<file path="src/ahbl_map_pkg.sv">
`default_nettype none

////////////////////////////////////////////////////////////////////////////
// Memory map of the register subsystem
////////////////////////////////////////////////////////////////////////////

package ahbl_map_pkg;

    localparam int NUM_SLAVES = 2;

    typedef logic [NUM_SLAVES-1:0] slave_sel_t; // One-hot, all zero when unmapped

    // HADDR[31:28] picks the slave, HADDR[27:24] the register
    localparam int SLAVE_FIELD_LSB = 28;
    localparam int SLAVE_FIELD_W   = 32 - SLAVE_FIELD_LSB;
    localparam int REG_OFF_LSB     = 24;

    typedef logic [3:0] reg_off_t;

    localparam reg_off_t REG_OFF_0  = 4'd0;
    localparam reg_off_t REG_OFF_1  = 4'd1;
    localparam reg_off_t REG_OFF_2  = 4'd2;
    localparam reg_off_t REG_OFF_ID = 4'd3; // Read-only identification word

    localparam int NUM_REGS = 3;

    localparam logic [31:0] SLAVE0_ID = 32'hABCD_EF00;
    localparam logic [31:0] SLAVE1_ID = 32'hABCD_EF01;

    localparam int SLAVE1_WAIT = 1; // Wait states per data phase of slave 1

endpackage

`default_nettype wire

</file>
<file path="src/ahbl_bus_pkg.sv">
`default_nettype none

////////////////////////////////////////////////////////////////////////////
// AHB-Lite signal types and encodings
////////////////////////////////////////////////////////////////////////////

package ahbl_bus_pkg;

    typedef logic [31:0] haddr_t;   // Byte address
    typedef logic [31:0] hdata_t;   // Read and write data
    typedef logic [1:0]  htrans_t;
    typedef logic [2:0]  hsize_t;
    typedef logic [3:0]  byte_en_t; // One bit per byte lane of hdata_t

    // Transfer types
    localparam htrans_t HTRANS_IDLE   = 2'b00;
    localparam htrans_t HTRANS_BUSY   = 2'b01;
    localparam htrans_t HTRANS_NONSEQ = 2'b10;
    localparam htrans_t HTRANS_SEQ    = 2'b11;

    // Transfer sizes, only the ones a 32-bit bus can carry
    localparam hsize_t HSIZE_BYTE = 3'b000;
    localparam hsize_t HSIZE_HALF = 3'b001;
    localparam hsize_t HSIZE_WORD = 3'b010;

    localparam int BYTE_LANES = 4;

endpackage

`default_nettype wire
</file>
<file path="src/ahbl_regs_top.sv">
`timescale 1ns/100ps
`default_nettype none

module ahbl_regs_top
    import ahbl_bus_pkg::*, ahbl_map_pkg::*;
(
    input  wire        HCLK,
    input  wire        HRESETn,
    input  wire haddr_t  HADDR,
    input  wire htrans_t HTRANS,
    input  wire hsize_t  HSIZE,
    input  wire        HWRITE,
    input  wire hdata_t  HWDATA,
    output wire        HREADY,
    output hdata_t     HRDATA
);

    slave_sel_t hsel;
    slave_sel_t data_sel;
    wire        hreadyout_0;
    wire        hreadyout_1;
    hdata_t     hrdata_0;
    hdata_t     hrdata_1;

    ////////////////////////////////////////////////////////////////////////
    // Address decode
    ////////////////////////////////////////////////////////////////////////

    ahbl_addr_decoder u_decoder (
        .HCLK     (HCLK),
        .HRESETn  (HRESETn),
        .HREADY   (HREADY),
        .HTRANS   (HTRANS),
        .HADDR    (HADDR),
        .hsel     (hsel),
        .data_sel (data_sel)
    );

    ////////////////////////////////////////////////////////////////////////
    // Register slaves
    ////////////////////////////////////////////////////////////////////////

    ahbl_reg_slave #(
        .ID          (SLAVE0_ID),
        .WAIT_STATES (0)
    ) u_slave0 (
        .HCLK      (HCLK),
        .HRESETn   (HRESETn),
        .hsel      (hsel[0]),
        .HREADY    (HREADY),
        .HTRANS    (HTRANS),
        .HADDR     (HADDR),
        .HSIZE     (HSIZE),
        .HWRITE    (HWRITE),
        .HWDATA    (HWDATA),
        .hreadyout (hreadyout_0),
        .hrdata    (hrdata_0)
    );

    ahbl_reg_slave #(
        .ID          (SLAVE1_ID),
        .WAIT_STATES (SLAVE1_WAIT)
    ) u_slave1 (
        .HCLK      (HCLK),
        .HRESETn   (HRESETn),
        .hsel      (hsel[1]),
        .HREADY    (HREADY),
        .HTRANS    (HTRANS),
        .HADDR     (HADDR),
        .HSIZE     (HSIZE),
        .HWRITE    (HWRITE),
        .HWDATA    (HWDATA),
        .hreadyout (hreadyout_1),
        .hrdata    (hrdata_1)
    );

    ////////////////////////////////////////////////////////////////////////
    // Response back to the master
    ////////////////////////////////////////////////////////////////////////

    ahbl_resp_mux u_resp_mux (
        .data_sel    (data_sel),
        .hreadyout_0 (hreadyout_0),
        .hreadyout_1 (hreadyout_1),
        .hrdata_0    (hrdata_0),
        .hrdata_1    (hrdata_1),
        .HREADY      (HREADY),
        .HRDATA      (HRDATA)
    );

endmodule

`default_nettype wire

</file>
<file path="src/ahbl_resp_mux.sv">
`timescale 1ns/100ps
`default_nettype none

////////////////////////////////////////////////////////////////////////////
// Data-phase response multiplexer
////////////////////////////////////////////////////////////////////////////

module ahbl_resp_mux
    import ahbl_bus_pkg::*, ahbl_map_pkg::*;
(
    input  wire slave_sel_t data_sel,
    input  wire        hreadyout_0,
    input  wire        hreadyout_1,
    input  wire hdata_t  hrdata_0,
    input  wire hdata_t  hrdata_1,
    output logic       HREADY,
    output hdata_t     HRDATA
);

    // data_sel is one-hot or zero, so the order of the checks does not matter
    always_comb begin
        if (data_sel[0]) begin
            HREADY = hreadyout_0;
            HRDATA = hrdata_0;
        end else if (data_sel[1]) begin
            HREADY = hreadyout_1;
            HRDATA = hrdata_1;
        end else begin
            // Idle or unmapped transfer gets a zero-wait OKAY with zero data
            HREADY = 1'b1;
            HRDATA = '0;
        end
    end

endmodule

`default_nettype wire

</file>
<file path="src/ahbl_reg_slave.sv">
`timescale 1ns/100ps
`default_nettype none

module ahbl_reg_slave
    import ahbl_bus_pkg::*, ahbl_map_pkg::*;
#(
    parameter hdata_t ID          = 32'h0,
    parameter int     WAIT_STATES = 0
) (
    input  wire        HCLK,
    input  wire        HRESETn,
    input  wire        hsel,
    input  wire        HREADY,
    input  wire htrans_t HTRANS,
    input  wire haddr_t  HADDR,
    input  wire hsize_t  HSIZE,
    input  wire        HWRITE,
    input  wire hdata_t  HWDATA,
    output logic       hreadyout,
    output hdata_t     hrdata
);

    localparam int CNT_W = (WAIT_STATES > 0) ? $clog2(WAIT_STATES + 1) : 1;

    logic       addr_active;
    byte_en_t   addr_strb;
    reg_off_t   off_q;
    byte_en_t   strb_q;
    logic       write_q;
    logic       active_q;
    logic       wr_en;
    logic [1:0] reg_idx;
    logic [CNT_W-1:0] wait_cnt;
    hdata_t     regs_q [NUM_REGS];

    // Byte lanes touched by a transfer of the given size and alignment
    function automatic byte_en_t lane_strobe(hsize_t size, logic [1:0] addr_lo);
        byte_en_t strb;
        case (size)
            HSIZE_BYTE: strb = byte_en_t'(1) << addr_lo;
            HSIZE_HALF: strb = addr_lo[1] ? 4'b1100 : 4'b0011;
            HSIZE_WORD: strb = 4'b1111;
            default:    strb = 4'b1111;
        endcase
        return strb;
    endfunction

    assign addr_active = hsel && (HTRANS != HTRANS_IDLE) && (HTRANS != HTRANS_BUSY);
    assign addr_strb   = lane_strobe(HSIZE, HADDR[1:0]);

    ////////////////////////////////////////////////////////////////////////
    // Address phase capture
    ////////////////////////////////////////////////////////////////////////

    always_ff @(posedge HCLK or negedge HRESETn) begin
        if (!HRESETn) begin
            off_q    <= '0;
            strb_q   <= '0;
            write_q  <= 1'b0;
            active_q <= 1'b0;   // Reads as an idle transfer
        end else if (HREADY) begin
            off_q    <= HADDR[REG_OFF_LSB +: $bits(reg_off_t)];
            strb_q   <= addr_strb;
            write_q  <= HWRITE;
            active_q <= addr_active;
        end
    end

    // Wait states at the start of each selected data phase
    always_ff @(posedge HCLK or negedge HRESETn) begin
        if (!HRESETn) begin
            wait_cnt <= '0;
        end else if (HREADY && addr_active) begin
            wait_cnt <= CNT_W'(WAIT_STATES);
        end else if (wait_cnt != '0) begin
            wait_cnt <= wait_cnt - 1'b1;
        end
    end

    assign hreadyout = (wait_cnt == '0);

    ////////////////////////////////////////////////////////////////////////
    // Registers
    ////////////////////////////////////////////////////////////////////////

    // Commits on the edge that completes the data phase
    assign wr_en   = active_q && write_q && HREADY;
    assign reg_idx = off_q[1:0];

    always_ff @(posedge HCLK or negedge HRESETn) begin
        if (!HRESETn) begin
            for (int r = 0; r < NUM_REGS; r++) begin
                regs_q[r] <= '0;
            end
        end else if (wr_en && (off_q < REG_OFF_ID)) begin
            for (int b = 0; b < BYTE_LANES; b++) begin
                if (strb_q[b]) begin
                    regs_q[reg_idx][8*b +: 8] <= HWDATA[8*b +: 8];
                end
            end
        end
    end

    always_comb begin
        case (off_q)
            REG_OFF_0:  hrdata = regs_q[0];
            REG_OFF_1:  hrdata = regs_q[1];
            REG_OFF_2:  hrdata = regs_q[2];
            REG_OFF_ID: hrdata = ID;
            default:    hrdata = '0;    // Reserved offsets
        endcase
    end

    ////////////////////////////////////////////////////////////////////////
    // Checks
    ////////////////////////////////////////////////////////////////////////

    // System HREADY must follow this slave while its data phase is open
    a_no_write_in_wait : assert property (
        @(posedge HCLK) disable iff (!HRESETn)
        wr_en |-> hreadyout
    );

    a_half_aligned : assert property (
        @(posedge HCLK) disable iff (!HRESETn)
        (HREADY && addr_active && HWRITE && (HSIZE == HSIZE_HALF)) |-> !HADDR[0]
    );

endmodule

`default_nettype wire

</file>
<file path="src/ahbl_addr_decoder.sv">
`timescale 1ns/100ps
`default_nettype none

module ahbl_addr_decoder
    import ahbl_bus_pkg::*, ahbl_map_pkg::*;
(
    input  wire        HCLK,
    input  wire        HRESETn,
    input  wire        HREADY,
    input  wire htrans_t HTRANS,
    input  wire haddr_t  HADDR,
    output slave_sel_t hsel,
    output slave_sel_t data_sel
);

    logic [SLAVE_FIELD_W-1:0] slave_field;
    logic                     trans_active;

    assign slave_field  = HADDR[31:SLAVE_FIELD_LSB];
    assign trans_active = (HTRANS == HTRANS_NONSEQ) || (HTRANS == HTRANS_SEQ);

    always_comb begin
        hsel = '0;
        for (int s = 0; s < NUM_SLAVES; s++) begin
            if (slave_field == SLAVE_FIELD_W'(s)) begin
                hsel[s] = 1'b1;
            end
        end
    end

    // Data-phase select follows the accepted address phase
    always_ff @(posedge HCLK or negedge HRESETn) begin
        if (!HRESETn) begin
            data_sel <= '0;
        end else if (HREADY) begin
            data_sel <= trans_active ? hsel : '0; // Idle cycles fall to the default response
        end
    end

    ////////////////////////////////////////////////////////////////////////
    // Checks
    ////////////////////////////////////////////////////////////////////////

    a_data_sel_onehot : assert property (
        @(posedge HCLK) disable iff (!HRESETn)
        $onehot0(data_sel)
    );

endmodule

`default_nettype wire

</file>
<file path="config.mk">
export PLATFORM = sky130hd
export DESIGN_NAME = ahbl_regs_top
export DESIGN_NICKNAME = d
export VERILOG_FILES = /design/src/ahbl_map_pkg.sv /design/src/ahbl_bus_pkg.sv /design/src/ahbl_regs_top.sv /design/src/ahbl_resp_mux.sv /design/src/ahbl_reg_slave.sv /design/src/ahbl_addr_decoder.sv
export SDC_FILE = /design/constraint.sdc
export NUM_CORES = 1
export LEC_CHECK = 0
export BUFFER_PORTS_ARGS = -buffer_cell sky130_fd_sc_hd__buf_2
export CAP_MARGIN = 20
export CELL_PAD_IN_SITES_DETAIL_PLACEMENT = 0
export CELL_PAD_IN_SITES_GLOBAL_PLACEMENT = 1
export CORE_MARGIN = 4
export CORE_UTILIZATION = 54
export CTS_BUF_LIST = sky130_fd_sc_hd__clkbuf_4
export CTS_CLUSTER_SIZE = 8
export DETAILED_ROUTE_END_ITERATION = 8
export PLACE_DENSITY = 0.84
export SKIP_LAST_GASP = 1
export SYNTH_ARGS = -nofsm -noshare
export SYNTH_HDL_FRONTEND = slang
export SYNTH_SLANG_ARGS = --single-unit
</file>
<file path="constraint.sdc">
create_clock -name HCLK -period 3.9 [get_ports HCLK]
set_input_delay 0.39 -clock HCLK [delete_from_list [all_inputs] [get_ports HCLK]]
set_output_delay 0.39 -clock HCLK [all_outputs]
set_load 0.02 [all_outputs]
</file>
==> flow_summary_export.csv, run 1 <==
group,metric,value,unit
run_status,status,"finished clean",
synthesis,post_synth_num_cell_types,38,
routing,vias,6404,
floorplanning,io_pins,105,
place,dp_worst_setup_slack,1010,ps
critical_path,worstSetupPathType,"flip-flop to primary output",
finish,final_net_count,902,
synthesis,synth_top_flop_cell,"dfrtp_1",
critical_path,critPathMaxStageDelay,920,ps
floorplanning,initial_utilization,55.1,%
synthesis,synthTopCellsByArea,"dfrtp_1 54%, mux2_2 24%, o221ai_1 3.1%, mux2i_1 3.0%, mux2_4 2.5%",
clocking,cts_sink_cnt,206,
clocking,clk_root_buffer_cell,"clkbuf_4",
timing,max_freq,285,MHz
critical_path,cp_cell_sequence,"mux2_2 -> o22a_1 -> a21oi_1 -> a2111oi_0 -> buf_2",
grt,first_global_vias,7029,
synthesis,synth.yosys.seq_area_share,54.1,%
floorplanning,coreArea,17300,µm²
clocking,cts_tree,"built",
timing,hold_ws,53.6,ps
finish,seq_area,5160,µm²
critical_path,timing.critical_path.fanout_max,31,
pwr,ir_drop,0.218,mV
floorplanning,die_h,141,µm
clocking,cts_made_buffers,53,
pwr,power.density,399,nW/µm²
timing,setup_violations,0,
finish,area_growth,14.2,%
routing,met3_wirelength,1210,µm
timing,finalHoldViolCount,0,
pwr,leakage,5.11,nW
place,dpl.cell_count,984,
synthesis,yosys_register_bits,206,
synthesis,async_flop_share,100,%
timing,min_period,3510,ps
timing,post-route-period-util,90.1,%
synthesis,syn-instance-count,717,
routing,drt-vias-per-instance,5.88,
synthesis,netlist.top_cell.by_area,"dfrtp_1",
routing,drt-pass1-iter-count,5,
critical_path,startpoint_type,"flip-flop",
timing,setup_ws,387,ps
routing,top_layer_used,"met4",
synthesis,mean_post_synth_cell_area,13.3,µm²
timing,clock_skew,42.7,ps
routing,final_antenna_net_count,0,
clocking,path_clk_slew,70,ps
routing,drt_wl_total,22300,µm
grt,grt_max_degree,139,
finish,finalCoreUtilization,62.9,%
critical_path,critical_path.top_delay_family,"compound AO/OA/AOI/OAI gates",
place,gp_congestion,0.768,
critical_path,timing.critical_path.to_type,"primary output",
critical_path,critical_path_required,3510,ps
place,post-dp-hpwl,14300,µm
finish,layout-drive-gt1-share,48.2,%
floorplanning,rows,48,
grt,gr-total-overflow,0,
hold_path,timing.hold.worst.class,"primary input to flip-flop",
timing,slew-limit-headroom,37.1,%
synthesis,synthDominantCellAreaShare,54.1,%
finish,post_layout_nonfiller_instances,1089,
grt,antenna_found_initial,1,
floorplanning,fp.dieW,141,µm
synthesis,synth_warnings,0,
routing,drt_iter0_markers,291,
synthesis,netlist_area,9520,µm²
critical_path,worst_ep_arrival_time,3120,ps
grt,gr_util_all_layers,23.0,%
clocking,insertion_delay,660,ps
clocking,cts.repair_timing.setup_buffer_count,0,
finish,fillCellCount,1370,
timing,report.final.slew_viol_count,0,
critical_path,cp.buffers_inverters,1,
routing,wire_length_on_met1,9210,µm
timing,tns,0,ps
grt,wire_length_of_the_first_global_routing_pass,36400,µm
routing,detail_route.drc_violations,0,
run,timing.max_cap.violations,0,
floorplanning,dieArea,19800,µm²
timing,grt_setup_unrepaired,"false",
clocking,h_tree_depth_reported_by_cts,2,
critical_path,critical-path-slowest-cell,"dfrtp_2",
routing,wl_per_cell,20.4,µm
finish,multi_input_area,4110,µm²
clocking,clockBufferDepth,3,
routing,met2_length,11500,µm
place,io_buffers,81,
timing,tightestPinTransition,939,ps
synthesis,net_count_of_the_mapped_netlist,789,
synthesis,synth_edf_count,0,
[timing repair]
action | in CTS | in global routing
hold endpoints to repair | 131 | 0
gates resized for setup | 0 | 0
hold buffers | 15 | 0
[layout make-up]
class | count | share of cell area, %
diodes | 1 | 0.0230
clock inverters | 7 | 0.276
flip-flops and latches | 206 | 47.4
well taps | 225 | 2.59
clock buffers | 81 | 5.59
multi-input cells | 460 | 37.8
repair buffers | 108 | 6.20
inverters | 1 | 0.0805
[worst reg2reg max path, delay by kind of cell (launching register included)]
family        cells  cell delay, ps
mux               1             340
buf+inv           1             280
flops             1             710
simple gates      3            1450
[synth_stat cells, types with 6 or more instances]
cell type / instances
nand2_1: 32
o22ai_1: 14
buf_1: 7
o221ai_1: 34
or3_1: 16
buf_2: 19
o21ai_0: 7
mux2_4: 16
clkbuf_1: 20
nor3_2: 7
mux2i_1: 29
dfrtp_1: 206
mux2_2: 205
a21oi_1: 30
a211oi_1: 6
nor2_1: 35
[power by group]
group / switching [mW] / total, mW / internal, mW
combinational: 0.167 / 0.317 / 0.150
clock: 0.809 / 1.74 / 0.932
sequential: 0.0632 / 2.29 / 2.22
total: 1.04 / 4.34 / 3.31
[sequential cells by signal (all words and copies together), names as in the netlist]
name and count:
u_slave1.regs_q 96, u_slave0.regs_q 96, u_slave0.active_q 1, u_slave1.active_q 1, u_decoder.data_sel 2, u_slave1.wait_cnt 1
u_slave0.strb_q 4, u_slave0.off_q 4, u_slave1.write_q 1
[layer usage]
layer / vias to the layer above / global-route usage [%]
met2: 170 / 39.4
li1: 2899 / -
met1: 3301 / 28.8
met5: - / 0
met3: 34 / 4.92
met4: 0 / 8.67
[logic make-up (layout without fill, tap and decap cells)]
group	count (synthesis)	after routing	synth area share, %
muxes	250	250	29.8
DFF	206	206	54.1
and+or+nand+nor	109	109	6.10
AOI/OAI and AO/OA	101	101	7.24
buffers and inverters	51	197	2.72
other	0	1	0
[worst paths after layout]
| check | start | end | slack, ps | depth (start not counted) |
|---|---|---|---|---|
| worst max-delay path | u_slave0.off_q[0] | HRDATA[0] | 390 | 5 |
| worst min-delay path | HWDATA[15] | u_slave1.regs_q[15] | 50 | 2 |
| worst max register to register | u_slave0.off_q[0] | u_slave0.regs_q[82] | 970 | 5 |
| worst min register to register | u_slave0.active_q | u_slave0.active_q | 480 | 1 |
| max in group asynchronous | HRESETn | u_slave0.regs_q[29] | 2830 | 3 |
| min in group asynchronous | HRESETn | u_slave1.regs_q[14] | 270 | 2 |
[per-stage QoR]
step | area [µm²] | power, mW
5_1_grt | 10900 | 4.57
6_report | 10900 | 4.34
2_1_floorplan | 9520 | 2.48
3_3_place_gp | 10100 | 2.60
3_5_place_dp | 10100 | 2.63
4_1_cts | 10800 | 4.39
[placed cells by master (no fill, tap or decap), types with 4 or more instances in the layout]
cell type	netlist	routed
a211oi_1	6	6
a21oi_1	30	30
buf_2	19	80
buf_4	0	11
clkbuf_4	0	81
clkinv_1	0	4
dfrtp_1	206	204
dlygate4sd3_1	0	15
mux2_2	205	205
mux2_4	16	16
mux2i_1	29	29
nand2_1	32	32
nor2_1	35	35
nor3_2	7	7
o21ai_0	7	7
o221ai_1	34	34
o22ai_1	14	14
or3_1	16	16
(Power assumes the default switching activity.)
==> run 2, diff against run 1 <==
--- a/config.mk
+++ b/config.mk
@@ -9,6 +9,7 @@
 export CAP_MARGIN = 20
 export CELL_PAD_IN_SITES_DETAIL_PLACEMENT = 0
 export CELL_PAD_IN_SITES_GLOBAL_PLACEMENT = 1
+export CORE_ASPECT_RATIO = 2
 export CORE_MARGIN = 4
 export CORE_UTILIZATION = 54
 export CTS_BUF_LIST = sky130_fd_sc_hd__clkbuf_4
==> run 2 against run 1 <==
Register-to-register slack improved by 90 ps. Power down 4.9%. Sequential share of layout area increased by 1.1 points.
==> flow_summary_export.csv, run 2 (synthesized netlist as in run 1, its figures left out) <==
group,metric,value,unit
timing,tns,0,ps
timing,min_period,3280,ps
pwr,ir_drop,0.259,mV
timing,finalHoldViolCount,0,
floorplanning,die_h,196,µm
critical_path,r2r_end,"u_slave0.regs_q[76]",
floorplanning,rows,68,
routing,drt-vias-per-instance,6.01,
place,gp_congestion,0.792,
floorplanning,coreArea,17300,µm²
grt,wire_length_of_the_first_global_routing_pass,36000,µm
critical_path,worst-r2r-cell-count,4,
routing,detail_route.drc_violations,0,
critical_path,timing.critical_path.fanout_max,38,
timing,report.final.slew_viol_count,0,
critical_path,critical_path_required,3510,ps
grt,grt_max_degree,119,
clocking,insertion_delay,620,ps
finish,layout.cells.most_common_list,"205 x mux2_2, 204 x dfrtp_1, 80 x buf_2, 65 x clkbuf_4, 35 x nor2_1",
routing,drt_iter0_markers,200,
run,timing.max_cap.violations,0,
timing,grt_setup_unrepaired,"false",
critical_path,worstReg2RegStart,"u_slave0.off_q[1]",
grt,gr_util_all_layers,23.2,%
clocking,clk_root_buffer_cell,"clkbuf_4",
grt,first_global_vias,7025,
timing,clock_skew,28.3,ps
critical_path,worstSetupPathType,"flip-flop to primary output",
clocking,cts_made_buffers,46,
clocking,cts.repair_timing.setup_buffer_count,0,
critical_path,timing.critical_path.to_type,"primary output",
finish,final_net_count,883,
run_status,status,"finished clean",
floorplanning,fp.dieW,102,µm
clocking,path_clk_slew,80,ps
clocking,post_cts_hold_buffer_count,6,
critical_path,regToRegSetupSlack,1060,ps
routing,drt_wl_total,22300,µm
grt,gr-total-overflow,0,
critical_path,crit_path_start,"u_slave0.off_q[1]",
pwr,power.density,389,nW/µm²
critical_path,cp_cell_sequence,"nand2b_1 -> o221ai_1 -> o21ai_0 -> buf_2",
clocking,h_tree_depth_reported_by_cts,2,
timing,post-route-period-util,84.2,%
clocking,cts_sink_cnt,206,
clocking,cts_tree,"built",
finish,layout.cells.most_common,"mux2_2",
finish,layout-drive-gt1-share,47.3,%
timing,slew-limit-headroom,34.8,%
routing,final_antenna_net_count,0,
hold_path,holdCritStartpoint,"HWRITE",
finish,area_growth,11.6,%
hold_path,timing.hold.worst.class,"primary input to flip-flop",
finish,reg.largest.list,"u_slave0.regs_q x96, u_slave1.regs_q x96",
timing,max_freq,304,MHz
timing,tightestPinTransition,979,ps
floorplanning,dieArea,20000,µm²
floorplanning,initial_utilization,55.1,%
timing,setup_violations,0,
critical_path,worst_ep_arrival_time,2890,ps
critical_path,critPathMaxStageDelay,890,ps
pwr,leakage,4.98,nW
routing,drt-pass1-iter-count,4,
grt,antenna_found_initial,2,
clocking,clockBufferDepth,3,
place,io_buffers,81,
critical_path,worst_setup_path_endpoint,"HRDATA[22]",
floorplanning,io_pins,105,
critical_path,critical-path-slowest-cell,"dfrtp_2",
routing,vias,6292,
clocking,post_cts_resize_count,0,
place,post-dp-hpwl,14800,µm
pwr,power.total,4.13,mW
hold_path,min_path_cells,3,
routing,wl_per_cell,21.3,µm
critical_path,startpoint_type,"flip-flop",
## run 2: final cells by class
cell class / instances / area, µm²
Multi-Input combinational cell: 460 / 4110
Clock inverter: 7 / 26.3
Timing Repair Buffer: 96 / 567
Clock buffer: 65 / 488
Fill cell: 1432 / 6650
Inverter: 1 / 8.76
Sequential cell: 206 / 5160
Antenna cell: 2 / 5.00
Tap cell: 210 / 263
## run 2: per-layer routing
metal | track usage (%) | share of wire [%]
met5 | 0 | 0
met4 | 9.78 | 3.2
met3 | 3.38 | 4.2
met2 | 42.6 | 56
met1 | 26.0 | 37
## run 2: through the flow
step | area, µm² | worst slack [ps] | util (%) | hold slack (ps) | instances
6_report | 10600 | 615 | 61.5 | 38.7 | 1047
2_1_floorplan | 9520 | 1250 | - | 94.4 | 717
3_5_place_dp | 10000 | 1110 | 58.2 | 479 | 967
5_1_grt | 10600 | 327 | 61.5 | 17.3 | 1047
3_3_place_gp | 10000 | 1160 | 58.2 | 464 | 967
4_1_cts | 10600 | 473 | 61.5 | 3.69 | 1045
## run 2: worst min path at each step
stage	end	slack [ps]
after CTS	u_slave1.write_q	4
after global routing	u_slave1.write_q	20
after floorplan	u_decoder.data_sel[0]	90
after detailed placement	u_slave1.active_q	480
final	u_slave1.write_q	40
after global placement	u_slave0.active_q	460
## run 2: worst max-delay path: cells and delay by family, from the launching register on
kind	cells	cell delay [ps]
AND/OR/NAND/NOR	1	610
flip-flops	1	890
buffers and inverters	1	230
AO/OA/AOI/OAI	2	550
## run 2: where the power goes
group          switching, mW  internal (mW)  leakage, nW  total [mW]
Combinational          0.165          0.143         2.12       0.308
Sequential            0.0609           2.22         2.55        2.28
Clock                  0.786          0.756        0.313        1.54
Total                   1.01           3.12         4.98        4.13
